**src/source/periph_pkg.sv**
```systemverilog
//**************************************************************************
// Bus widths, APB memory map and register indices for the peripherals
// Only paddr 15:13 (slot) and 3:2 (register) are decoded
//**************************************************************************
package periph_pkg;

   localparam int APB_ADDR_WIDTH   = 20;
   localparam int APB_DATA_WIDTH   = 32;
   localparam int GPIO_PINS        = 32;
   localparam int GPIO_SYNC_STAGES = 2;

   // Address fields
   localparam int SLOT_LSB = 13;
   localparam int SLOT_MSB = 15;
   localparam int REG_LSB  = 2;
   localparam int REG_MSB  = 3;

   typedef logic [APB_ADDR_WIDTH-1:0] apb_addr_t;
   typedef logic [APB_DATA_WIDTH-1:0] apb_data_t;
   typedef logic [GPIO_PINS-1:0]      gpio_word_t;

   //***********************************************************************
   // APB request and response
   //***********************************************************************
   typedef struct packed {
      logic      psel;
      logic      penable;
      logic      pwrite;
      apb_addr_t paddr;
      apb_data_t pwdata;
   } apb_req_t;

   typedef struct packed {
      apb_data_t prdata;
      logic      pready;
      logic      pslverr;
   } apb_rsp_t;

   // Answer for an unmapped slot
   localparam apb_rsp_t APB_ERR_RSP = '{prdata: '0, pready: 1'b1, pslverr: 1'b1};

   //***********************************************************************
   // Memory map and register indices
   //***********************************************************************
   typedef enum logic [SLOT_MSB-SLOT_LSB:0] {
      SLOT_TIMER = 3'd1,   // 0x2000
      SLOT_PWM   = 3'd2,   // 0x4000
      SLOT_GPIO  = 3'd4    // 0x8000
   } periph_slot_e;

   typedef enum logic [REG_MSB-REG_LSB:0] {
      TMR_CTRL    = 2'd0,
      TMR_COMPARE = 2'd1,
      TMR_COUNT   = 2'd2
   } timer_reg_e;

   typedef enum logic [REG_MSB-REG_LSB:0] {
      GPIO_DIR = 2'd0,
      GPIO_OUT = 2'd1,
      GPIO_IN  = 2'd2      // Read only
   } gpio_reg_e;

   typedef enum logic [REG_MSB-REG_LSB:0] {
      PWM_PERIOD = 2'd0,
      PWM_DUTY   = 2'd1,
      PWM_CTRL   = 2'd2
   } pwm_reg_e;

   // Timer control bits as laid out in TMR_CTRL
   typedef struct packed {
      logic irq_en;        // Bit 1
      logic enable;        // Bit 0
   } timer_ctrl_t;

endpackage

```
**src/source/apb_decoder.sv**
```systemverilog
//**************************************************************************
// APB slot decoder on paddr 15:13 with response mux
// Unmapped slots get an error response in the same access cycle
//**************************************************************************
module apb_decoder (
   input  logic                 clk,
   input  logic                 reset_i,
   input  periph_pkg::apb_req_t req_i,
   output periph_pkg::apb_rsp_t rsp_o,
   output periph_pkg::apb_req_t timer_req_o,
   output periph_pkg::apb_req_t pwm_req_o,
   output periph_pkg::apb_req_t gpio_req_o,
   input  periph_pkg::apb_rsp_t timer_rsp_i,
   input  periph_pkg::apb_rsp_t pwm_rsp_i,
   input  periph_pkg::apb_rsp_t gpio_rsp_i
);
   import periph_pkg::*;

   periph_slot_e slot;

   assign slot = periph_slot_e'(req_i.paddr[SLOT_MSB:SLOT_LSB]);

   //***********************************************************************
   // Select fan-out and response return
   //***********************************************************************
   always_comb begin
      // Every peripheral sees the bus, only one sees psel
      timer_req_o      = req_i;
      pwm_req_o        = req_i;
      gpio_req_o       = req_i;
      timer_req_o.psel = 1'b0;
      pwm_req_o.psel   = 1'b0;
      gpio_req_o.psel  = 1'b0;
      rsp_o            = APB_ERR_RSP;

      case (slot)
         SLOT_TIMER: begin
            timer_req_o.psel = req_i.psel;
            rsp_o            = timer_rsp_i;
         end
         SLOT_PWM: begin
            pwm_req_o.psel = req_i.psel;
            rsp_o          = pwm_rsp_i;
         end
         SLOT_GPIO: begin
            gpio_req_o.psel = req_i.psel;
            rsp_o           = gpio_rsp_i;
         end
         default: begin
            rsp_o = APB_ERR_RSP;     // Nothing selected
         end
      endcase
   end

   // At most one peripheral is ever selected
   a_one_psel: assert property (@(posedge clk) disable iff (reset_i)
      $onehot0({timer_req_o.psel, pwm_req_o.psel, gpio_req_o.psel}));

endmodule

```
**src/source/apb_timer.sv**
```systemverilog
//**************************************************************************
// Compare timer. The count wraps to 0 on the edge after it equals compare
// A compare below the current count lets the count run through 2^32 first
//**************************************************************************
module apb_timer (
   input  logic                 clk,
   input  logic                 reset_i,
   input  periph_pkg::apb_req_t req_i,
   output periph_pkg::apb_rsp_t rsp_o,
   output logic                 timer_irq_o
);
   import periph_pkg::*;

   localparam int CTRL_BITS = $bits(timer_ctrl_t);

   timer_ctrl_t ctrl_q;
   timer_ctrl_t ctrl_d;
   apb_data_t   compare_q;
   apb_data_t   count_q;
   logic        irq_q;
   timer_reg_e  reg_sel;
   logic        wr_en;
   logic        hit;

   assign reg_sel = timer_reg_e'(req_i.paddr[REG_MSB:REG_LSB]);
   assign wr_en   = req_i.psel & req_i.penable & req_i.pwrite;
   assign hit     = ctrl_q.enable & (count_q == compare_q);

   // Control value after this edge
   always_comb begin
      ctrl_d = ctrl_q;
      if (wr_en && reg_sel == TMR_CTRL) begin
         ctrl_d = timer_ctrl_t'(req_i.pwdata[CTRL_BITS-1:0]);
      end
   end

   //***********************************************************************
   // Registers and counter
   //***********************************************************************
   always_ff @(posedge clk) begin
      if (reset_i) begin
         ctrl_q    <= '0;
         compare_q <= '0;
         count_q   <= '0;
         irq_q     <= 1'b0;
      end else begin
         ctrl_q <= ctrl_d;
         irq_q  <= hit & ctrl_d.irq_en;     // One pulse per wrap
         if (wr_en && reg_sel == TMR_COMPARE) begin
            compare_q <= req_i.pwdata;
         end
         if (wr_en && reg_sel == TMR_COUNT) begin
            count_q <= req_i.pwdata;        // Bus write wins
         end else if (hit) begin
            count_q <= '0;
         end else if (ctrl_q.enable) begin
            count_q <= count_q + 1'b1;
         end
      end
   end

   // Read mux, zero wait states
   always_comb begin
      rsp_o.pready  = 1'b1;
      rsp_o.pslverr = 1'b0;
      case (reg_sel)
         TMR_CTRL:    rsp_o.prdata = {{(APB_DATA_WIDTH-CTRL_BITS){1'b0}}, ctrl_q};
         TMR_COMPARE: rsp_o.prdata = compare_q;
         TMR_COUNT:   rsp_o.prdata = count_q;
         default:     rsp_o.prdata = '0;
      endcase
   end

   assign timer_irq_o = irq_q;

   // A pulse is only seen while the interrupt stays enabled
   a_irq_enabled: assert property (@(posedge clk) disable iff (reset_i)
      timer_irq_o |-> ctrl_q.irq_en);

endmodule

```
**src/source/apb_gpio.sv**
```systemverilog
//**************************************************************************
// 32-pin GPIO with direction and output registers
// GPIO_IN shows the pins two clocks late and ignores writes
//**************************************************************************
module apb_gpio (
   input  logic                   clk,
   input  logic                   reset_i,
   input  periph_pkg::apb_req_t   req_i,
   output periph_pkg::apb_rsp_t   rsp_o,
   input  periph_pkg::gpio_word_t gpio_i,
   output periph_pkg::gpio_word_t gpio_o,
   output periph_pkg::gpio_word_t gpio_oe_o
);
   import periph_pkg::*;

   gpio_word_t                        dir_q;
   gpio_word_t                        out_q;
   gpio_word_t [GPIO_SYNC_STAGES-1:0] sync_q;
   gpio_word_t                        pins_in;
   gpio_reg_e                         reg_sel;
   logic                              wr_en;

   assign reg_sel = gpio_reg_e'(req_i.paddr[REG_MSB:REG_LSB]);
   assign wr_en   = req_i.psel & req_i.penable & req_i.pwrite;
   assign pins_in = sync_q[GPIO_SYNC_STAGES-1];   // Last stage

   //***********************************************************************
   // Input synchronizer
   //***********************************************************************
   always_ff @(posedge clk) begin
      if (reset_i) begin
         sync_q <= '0;
      end else begin
         sync_q <= {sync_q[GPIO_SYNC_STAGES-2:0], gpio_i};
      end
   end

   // Direction and output registers
   always_ff @(posedge clk) begin
      if (reset_i) begin
         dir_q <= '0;
         out_q <= '0;
      end else if (wr_en) begin
         case (reg_sel)
            GPIO_DIR: dir_q <= req_i.pwdata;
            GPIO_OUT: out_q <= req_i.pwdata;
            default: begin
               // GPIO_IN and the spare index hold nothing
               dir_q <= dir_q;
            end
         endcase
      end
   end

   // Read mux
   always_comb begin
      rsp_o.pready  = 1'b1;
      rsp_o.pslverr = 1'b0;
      case (reg_sel)
         GPIO_DIR: rsp_o.prdata = dir_q;
         GPIO_OUT: rsp_o.prdata = out_q;
         GPIO_IN:  rsp_o.prdata = pins_in;
         default:  rsp_o.prdata = '0;
      endcase
   end

   assign gpio_o    = out_q;
   assign gpio_oe_o = dir_q;    // 1 drives the pin

endmodule

```
**src/source/apb_pwm.sv**
```systemverilog
//**************************************************************************
// Single-pin PWM. The counter runs 0 to period-1 and a zero period holds it
// pwm_o is high while the count is below duty and is one clock behind it
//**************************************************************************
module apb_pwm (
   input  logic                 clk,
   input  logic                 reset_i,
   input  periph_pkg::apb_req_t req_i,
   output periph_pkg::apb_rsp_t rsp_o,
   output logic                 pwm_o,
   output logic                 pwm_oe_o
);
   import periph_pkg::*;

   apb_data_t period_q;
   apb_data_t duty_q;
   apb_data_t cnt_q;
   logic      en_q;
   logic      en_d;
   logic      pwm_q;
   pwm_reg_e  reg_sel;
   logic      wr_en;
   logic      cnt_wrap;

   assign reg_sel  = pwm_reg_e'(req_i.paddr[REG_MSB:REG_LSB]);
   assign wr_en    = req_i.psel & req_i.penable & req_i.pwrite;
   assign cnt_wrap = (cnt_q >= period_q - 1'b1);     // Also catches a shrunk period
   assign en_d     = (wr_en && reg_sel == PWM_CTRL) ? req_i.pwdata[0] : en_q;

   //***********************************************************************
   // Registers, period counter and output flop
   //***********************************************************************
   always_ff @(posedge clk) begin
      if (reset_i) begin
         period_q <= '0;
         duty_q   <= '0;
         en_q     <= 1'b0;
         cnt_q    <= '0;
         pwm_q    <= 1'b0;
      end else begin
         en_q <= en_d;
         if (wr_en && reg_sel == PWM_PERIOD) begin
            period_q <= req_i.pwdata;
         end
         if (wr_en && reg_sel == PWM_DUTY) begin
            duty_q <= req_i.pwdata;
         end

         if (!en_q || period_q == '0 || cnt_wrap) begin
            cnt_q <= '0;
         end else begin
            cnt_q <= cnt_q + 1'b1;
         end

         // Drops on the edge that disables
         pwm_q <= en_q & en_d & (cnt_q < duty_q);
      end
   end

   // Read mux
   always_comb begin
      rsp_o.pready  = 1'b1;
      rsp_o.pslverr = 1'b0;
      case (reg_sel)
         PWM_PERIOD: rsp_o.prdata = period_q;
         PWM_DUTY:   rsp_o.prdata = duty_q;
         PWM_CTRL:   rsp_o.prdata = {{(APB_DATA_WIDTH-1){1'b0}}, en_q};
         default:    rsp_o.prdata = '0;
      endcase
   end

   assign pwm_o    = pwm_q;
   assign pwm_oe_o = en_q;

   a_pwm_off: assert property (@(posedge clk) disable iff (reset_i)
      !en_q |-> !pwm_o);

endmodule

```
**src/source/periph_subsystem.sv**
```systemverilog
//**************************************************************************
// Peripheral subsystem behind one APB slave port
// Every transfer takes setup plus one access cycle
//**************************************************************************
module periph_subsystem (
   input  logic                   clk,
   input  logic                   reset_i,
   input  periph_pkg::apb_req_t   apb_req_i,
   output periph_pkg::apb_rsp_t   apb_rsp_o,
   input  periph_pkg::gpio_word_t gpio_i,
   output periph_pkg::gpio_word_t gpio_o,
   output periph_pkg::gpio_word_t gpio_oe_o,
   output logic                   timer_irq_o,
   output logic                   pwm_o,
   output logic                   pwm_oe_o
);
   import periph_pkg::*;

   apb_req_t timer_req;
   apb_req_t pwm_req;
   apb_req_t gpio_req;
   apb_rsp_t timer_rsp;
   apb_rsp_t pwm_rsp;
   apb_rsp_t gpio_rsp;

   //***********************************************************************
   // Address decode
   //***********************************************************************
   apb_decoder apb_decoder_i (
      .clk         (clk),
      .reset_i     (reset_i),
      .req_i       (apb_req_i),
      .rsp_o       (apb_rsp_o),
      .timer_req_o (timer_req),
      .pwm_req_o   (pwm_req),
      .gpio_req_o  (gpio_req),
      .timer_rsp_i (timer_rsp),
      .pwm_rsp_i   (pwm_rsp),
      .gpio_rsp_i  (gpio_rsp)
   );

   //***********************************************************************
   // Peripherals
   //***********************************************************************
   apb_timer apb_timer_i (        // 0x2000
      .clk         (clk),
      .reset_i     (reset_i),
      .req_i       (timer_req),
      .rsp_o       (timer_rsp),
      .timer_irq_o (timer_irq_o)
   );

   apb_pwm apb_pwm_i (            // 0x4000
      .clk      (clk),
      .reset_i  (reset_i),
      .req_i    (pwm_req),
      .rsp_o    (pwm_rsp),
      .pwm_o    (pwm_o),
      .pwm_oe_o (pwm_oe_o)
   );

   apb_gpio apb_gpio_i (          // 0x8000
      .clk       (clk),
      .reset_i   (reset_i),
      .req_i     (gpio_req),
      .rsp_o     (gpio_rsp),
      .gpio_i    (gpio_i),
      .gpio_o    (gpio_o),
      .gpio_oe_o (gpio_oe_o)
   );

endmodule

```
**config.mk**
```make
export PLATFORM = sky130hd
export DESIGN_NAME = periph_subsystem
export DESIGN_NICKNAME = d
export VERILOG_FILES = /design/src/source/periph_pkg.sv /design/src/source/apb_decoder.sv /design/src/source/apb_timer.sv /design/src/source/apb_gpio.sv /design/src/source/apb_pwm.sv /design/src/source/periph_subsystem.sv
export SDC_FILE = /design/constraint.sdc
export NUM_CORES = 1
export LEC_CHECK = 0
export ABC_AREA = 1
export BUFFER_PORTS_ARGS = -buffer_cell sky130_fd_sc_hd__buf_2
export CORE_MARGIN = 4
export CORE_UTILIZATION = 40
export CTS_CLUSTER_SIZE = 16
export DETAILED_ROUTE_END_ITERATION = 8
export SLEW_MARGIN = 20
export SYNTH_ARGS = -nofsm -noshare
export SYNTH_HDL_FRONTEND = slang
export SYNTH_SLANG_ARGS = --single-unit
```
**constraint.sdc**
```tcl
create_clock -name clk -period 7.2 [get_ports clk]
set_clock_uncertainty 0.05 [all_clocks]
set_input_delay 2.16 -clock clk [delete_from_list [all_inputs] [get_ports clk]]
set_output_delay 2.16 -clock clk [all_outputs]
set_load 0.03 [all_outputs]
```
==> results.json, run 1 <==
{
  "status": "finished, final reports clean",
  "grt_pass1_vias": 15760,
  "power_leakage_nw": 8.211,
  "period_share": 0.8844,
  "syn_nets": 2577,
  "drc": 0,
  "synth_ff_type": "dfxtp_1",
  "die_h_um": 209.2,
  "r2r_slack_ns": 3.48,
  "nNetsFinal": 2693,
  "yosysSeqAreaShare": 0.3621,
  "grt_max_degree": 86,
  "hold_viol": 0,
  "fin_ws_ns": 0.8320,
  "routedWlPerCell_um": 19.34,
  "drt-total-wl_um": 59760,
  "cts_buffers": 35,
  "n_antenna_cell": 0,
  "cts_hold_buf": 0,
  "synth_top_area_cell": "dfxtp_1",
  "fin_util": 0.4701,
  "crit_path_top_delay_cell": "nand2_4",
  "crit_path_frequent_cell": "buf_2",
  "synth_adder_area_share": 0.05098,
  "htree_levels": 2,
  "setup_viol": 0,
  "synthTopCellsByArea": "dfxtp_1 (36%), nand2_1 (11%), inv_1 (8.9%)",
  "syn_to_final_growth_pct": 15.83,
  "avgSynthCellArea_um2": 6.688,
  "core_area_um2": 39910,
  "r2r_cells": 16,
  "firstDrtPassIters": 6,
  "synthSimpleGateAreaFrac": 0.2444,
  "hold_class": "reg -> reg",
  "slowest_delay_ns": 0.48,
  "synth_top_area_frac": 0.3621,
  "ys_warn_count": 0,
  "synth_cells": 2422,
  "clock_sinks": 293,
  "post_cts_buffers": 0,
  "maxSlewHeadroom": 0.3158,
  "holdWs_ns": 0.3453,
  "via_per_inst": 5.377,
  "post-place-ws_ns": 0.9098,
  "synth_common_cells": "nand2_1 (478), inv_1 (385), dfxtp_1 (293)",
  "grt_overflow": 0,
  "insertion_delay_ns": 0.56,
  "min_path_cells": 2,
  "cts.repair.resized": 0,
  "synth.most_common_cell": "nand2_1",
  "cts.reportedPaths.clkPinSlew_ns": 0.06,
  "num_vias": 16610,
  "path_max_fanout": 43,
  "drtIter0Drc": 1467,
  "rsz0062_at_grt": "false",
  "path_cells": "buf_2, inv_1, nand2_4, buf_4, o22ai_1, o21ai_0, nand3_1, buf_2",
  "globalplace.congestion": 0.9801,
  "synth_top_family_by_area": "simple AND/OR/NAND/NOR gates",
  "period_minus_slack_ns": 6.368,
  "holdPathEnd": "apb_gpio_i.pins_in[7]",
  "antenna_found_initial": 1,
  "synth_xor_area_frac": 0.04217,
  "dieArea_um2": 43780,
  "cts_tree": "built",
  "yosysUniqueCellTypes": 40,
  "hp-start": "apb_gpio_i.sync_q[7]",
  "maxCapViolations": 0,
  "synth_edf_count": 0,
  "drive_above_1_share": 0.1057,
  "cts.path.max_buffers": 3,
  "r2r-start": "apb_pwm_i.period_q[0]",
  "tightest_slew_ns": 1.025,
  "r2r_end": "apb_pwm_i.cnt_q[19]",
  "critPathLaunchType": "primary input",
  "ys_async_sr_fraction": 0,
  "start_util": 0.4058,
  "grt_pass1_wl_um": 91600,
  "grt_usage": 0.2640,
  "setup_tns_ns": 0,
  "crit_type": "in -> out",
  "ios": 190,
  "numPortBuffers": 173,
  "finalMaxSlewViolations": 0,
  "synth-seq-cells": 293,
  "power_density_nw_per_um2": 204.0,
  "place.detailed.hpwl_um": 44100,
  "regArea_um2": 5866,
  "final_cell_area_um2": 18760,
  "synth_compound_area_frac": 0.1825,
  "max_freq_ghz": 0.1570,
  "crit_required_ns": 4.99,
  "synth_mux_area_frac": 0,
  "critPathCaptureType": "output pin",
  "antenna_left": 0,
  "ir_drop_mv": 0.1527,
  "die_w_um": 209.2,
  "dpl-instance-area_um2": 17500,
  "rows": 73,
  "cts-root-buf": "clkbuf_16",
  "arrival_ns": 4.16,
  "n_fill_cell": 4124,
  "multiInputGateArea_um2": 8478,
  "syn_area_um2": 16200
}
metrics by stage:
stage	total power [mW]	instances
after floorplan	1.817	2422
after global placement	1.921	3026
after detailed placement	1.923	3026
after CTS	3.852	3090
after global routing	3.943	3090
final	3.828	3090
cells by family after synthesis:
group | count (synthesis)
simple gates | 938
compound gates | 545
buf+inv | 501
flops | 293
xor+xnor | 78
fa+ha+maj | 66
other cells | 1
worst max path at each step:
stage,from,end,slack [ns],depth (start not counted)
after CTS,apb_req_i[35],apb_rsp_o[2],0.91,8
after floorplan,apb_req_i[35],apb_rsp_o[24],1.65,7
after global placement,apb_req_i[35],apb_rsp_o[2],0.93,8
after detailed placement,apb_req_i[35],apb_rsp_o[2],0.91,8
after global routing,apb_req_i[35],apb_rsp_o[2],0.72,8
final,apb_req_i[35],apb_rsp_o[2],0.83,8
routing by layer:
| layer | routed length, um | global-route usage |
|---|---|---|
| met1 | 26410 | 0.3637 |
| met2 | 26950 | 0.4220 |
| met3 | 3998 | 0.03333 |
| met4 | 2405 | 0.1040 |
| met5 | 0 | 0 |
placed cells by master, fill, tap and decap left out, types with 22 or more instances in the layout:
| cell | synthesis | final |
|---|---|---|
| a21oi_1 | 230 | 230 |
| ha_1 | 66 | 66 |
| buf_2 | 7 | 172 |
| o221ai_1 | 32 | 32 |
| o22ai_1 | 64 | 64 |
| o21ai_0 | 187 | 187 |
| o21ai_1 | 22 | 22 |
| nor2_1 | 226 | 226 |
| clkbuf_16 | 0 | 35 |
| dfxtp_1 | 293 | 293 |
| inv_1 | 385 | 384 |
| nand2_1 | 478 | 476 |
| xor2_1 | 56 | 56 |
| xnor2_1 | 22 | 22 |
| nand3_1 | 88 | 83 |
| nand4_1 | 61 | 61 |
| nor3_1 | 60 | 60 |
layout make-up:
type | count | area share
inverter | 389 | 0.07789
clock buffer | 46 | 0.05368
clock inverter | 18 | 0.01280
tap | 525 | 0.03501
timing repair buffer | 191 | 0.05615
sequential | 293 | 0.3126
multi-input combinational | 1628 | 0.4519
power breakdown:
part | leakage (nW) | switching (mW) | internal [mW]
Sequential | 2.37 | 0.00751 | 1.64
Clock | 0.619 | 0.762 | 1.17
Combinational | 5.22 | 0.178 | 0.0646
flip-flops by register name, indices dropped and copies added (netlist names):
signal / count
apb_gpio_i.sync_q: 32
apb_gpio_i.pins_in: 32
apb_pwm_i.period_q: 32
apb_gpio_i.gpio_oe_o: 32
apb_pwm_i.cnt_q: 32
apb_timer_i.count_q: 32
apb_gpio_i.gpio_o: 32
apb_pwm_i.duty_q: 32
apb_pwm_i.pwm_oe_o: 1
apb_timer_i.ctrl_q: 2
apb_timer_i.compare_q: 32
apb_timer_i.timer_irq_o: 1
apb_pwm_i.pwm_o: 1
critical path, delay by kind of cell:
kind,cells,cell delay [ns]
simple gates,2,0.61
buf+inv,4,0.90
compound gates,2,0.48
Note: power is estimated with default switching activity, not from simulation.
==> inputs of run 2 (changes only) <==
BUFFER_PORTS_ARGS = not set   (was -buffer_cell sky130_fd_sc_hd__buf_2)
DONT_BUFFER_PORTS = 1   (was not set)
==> results.json, run 2 (same netlist as run 1, synthesis figures left out) <==
{
  "drive_above_1_share": 0.03607,
  "globalplace.congestion": 0.9892,
  "n_antenna_cell": 0,
  "numPortBuffers": 0,
  "die_h_um": 209.2,
  "critPathCaptureType": "output pin",
  "period_share": 0.8532,
  "power.internal_mw": 2.663,
  "place_inst": 2851,
  "multiInputGateArea_um2": 8496,
  "rsz0062_at_grt": "false",
  "switchingPower_mw": 0.8677,
  "grt_max_degree": 132,
  "core_area_um2": 39910,
  "place.detailed.hpwl_um": 42590,
  "post_cts_buffers": 0,
  "insertion_delay_ns": 0.55,
  "drt-total-wl_um": 58310,
  "cts_hold_buf": 0,
  "power_leakage_nw": 7.254,
  "final_cell_area_um2": 17670,
  "rows": 73,
  "ios": 190,
  "critPathLaunchType": "primary input",
  "post-place-ws_ns": 1.163,
  "maxCapViolations": 0,
  "crit_required_ns": 4.99,
  "dieArea_um2": 43780,
  "max_freq_ghz": 0.1628,
  "setup_tns_ns": 0,
  "min_path_cells": 2,
  "tightest_slew_ns": 1.154,
  "crit_type": "in -> out",
  "power_frac_seq": 0.468,
  "syn_to_final_growth_pct": 9.068,
  "antenna_left": 0,
  "cts-root-buf": "clkbuf_16",
  "maxSlewHeadroom": 0.2287,
  "r2r_slack_ns": 3.41,
  "routedWlPerCell_um": 20.04,
  "n_fill_cell": 4214,
  "period_minus_slack_ns": 6.143,
  "final_cell_mix": "nand2_1 (477), inv_1 (384), dfxtp_1 (293), a21oi_1 (230), nor2_1 (226)",
  "setup_viol": 0,
  "grt_pass1_vias": 14990,
  "r2r_cells": 16,
  "p_comb_frac": 0.049,
  "cts_tree": "built",
  "ir_drop_mv": 0.1717,
  "start_util": 0.4058,
  "antenna_found_initial": 3,
  "crit_path_start": "apb_req_i[34]",
  "r2r-start": "apb_pwm_i.period_q[0]",
  "fin_ws_ns": 1.057,
  "cts.repair.resized": 0,
  "drtIter0Drc": 1673,
  "clkPwrFrac": 0.483,
  "dpl-instance-area_um2": 16580,
  "holdPathEnd": "apb_gpio_i.pins_in[7]",
  "status": "finished, final reports clean",
  "total_power_mw": 3.531,
  "r2r_end": "apb_pwm_i.cnt_q[25]",
  "arrival_ns": 3.93,
  "clock_sinks": 293,
  "num_vias": 16070,
  "hp-start": "apb_gpio_i.sync_q[7]",
  "p_sw_frac": 0.2457,
  "cts_buffers": 35,
  "regArea_um2": 5866,
  "hold_class": "reg -> reg",
  "hold_viol": 0,
  "grt_usage": 0.2544,
  "instances_no_fill": 2909,
  "grt_overflow": 0,
  "final_common_cell": "nand2_1",
  "path_max_fanout": 29,
  "cts.reportedPaths.clkPinSlew_ns": 0.06,
  "via_per_inst": 5.524,
  "cts.path.max_buffers": 3,
  "htree_levels": 2,
  "finalMaxSlewViolations": 0,
  "power_density_nw_per_um2": 199.9,
  "die_w_um": 209.2,
  "grt_pass1_wl_um": 87900,
  "firstDrtPassIters": 8,
  "nNetsFinal": 2518,
  "drc": 0
}
==> run 2: cell count changes in the layout (fill, tap and decap cells not counted), moves of 2 or more <==
cell and delta:
buf_12 -4, buf_2 -172, bufinv_16 -5, clkbuf_1 +3, inv_6 -2
==> run 2: worst max-delay path: stages <==
cell and delay (ns):
nor2_1 0.37, inv_2 0.39, buf_4 0.33, o221ai_1 0.25
nand2_1 0.08, nand3_1 0.34
==> run 2: metrics by stage <==
step                        util  hold WS [ns]
after floorplan                -        0.3383
after global placement    0.4153        0.3435
after detailed placement  0.4153        0.3416
after CTS                 0.4421        0.3480
after global routing      0.4427        0.3622
final                     0.4427        0.3449
==> run 2: area by class of cell <==
type | instances | area share
multi-input combinational | 1628 | 0.4808
clock buffer | 48 | 0.05687
tap | 525 | 0.03718
sequential | 293 | 0.3320
clock inverter | 10 | 0.003612
timing repair buffer | 16 | 0.006798
inverter | 389 | 0.08271
==> run 2: power by group through the flow <==
stage               sequential, mW  clock [mW]  combinational [mW]
floorplan                     1.69           0               0.131
global placement              1.69           0               0.164
detailed placement            1.69           0               0.167
CTS                           1.65        1.73               0.168
global route                  1.65        1.78               0.189
finish                        1.65        1.71               0.171
==> run 2: how the worst max path moves through the flow <==
stage                    endpoint
floorplan           apb_rsp_o[24]
global placement    apb_rsp_o[24]
detailed placement   apb_rsp_o[2]
CTS                  apb_rsp_o[2]
global route         apb_rsp_o[2]
finish              apb_rsp_o[24]
==> run 2: layer usage <==
metal | share of wire | vias up | track usage
met5 | 0 | - | 0
met4 | 0.040 | 0 | 0.09856
met3 | 0.079 | 120 | 0.04249
met2 | 0.46 | 664 | 0.4132
met1 | 0.42 | 7535 | 0.3391
li1 | - | 7750 | -
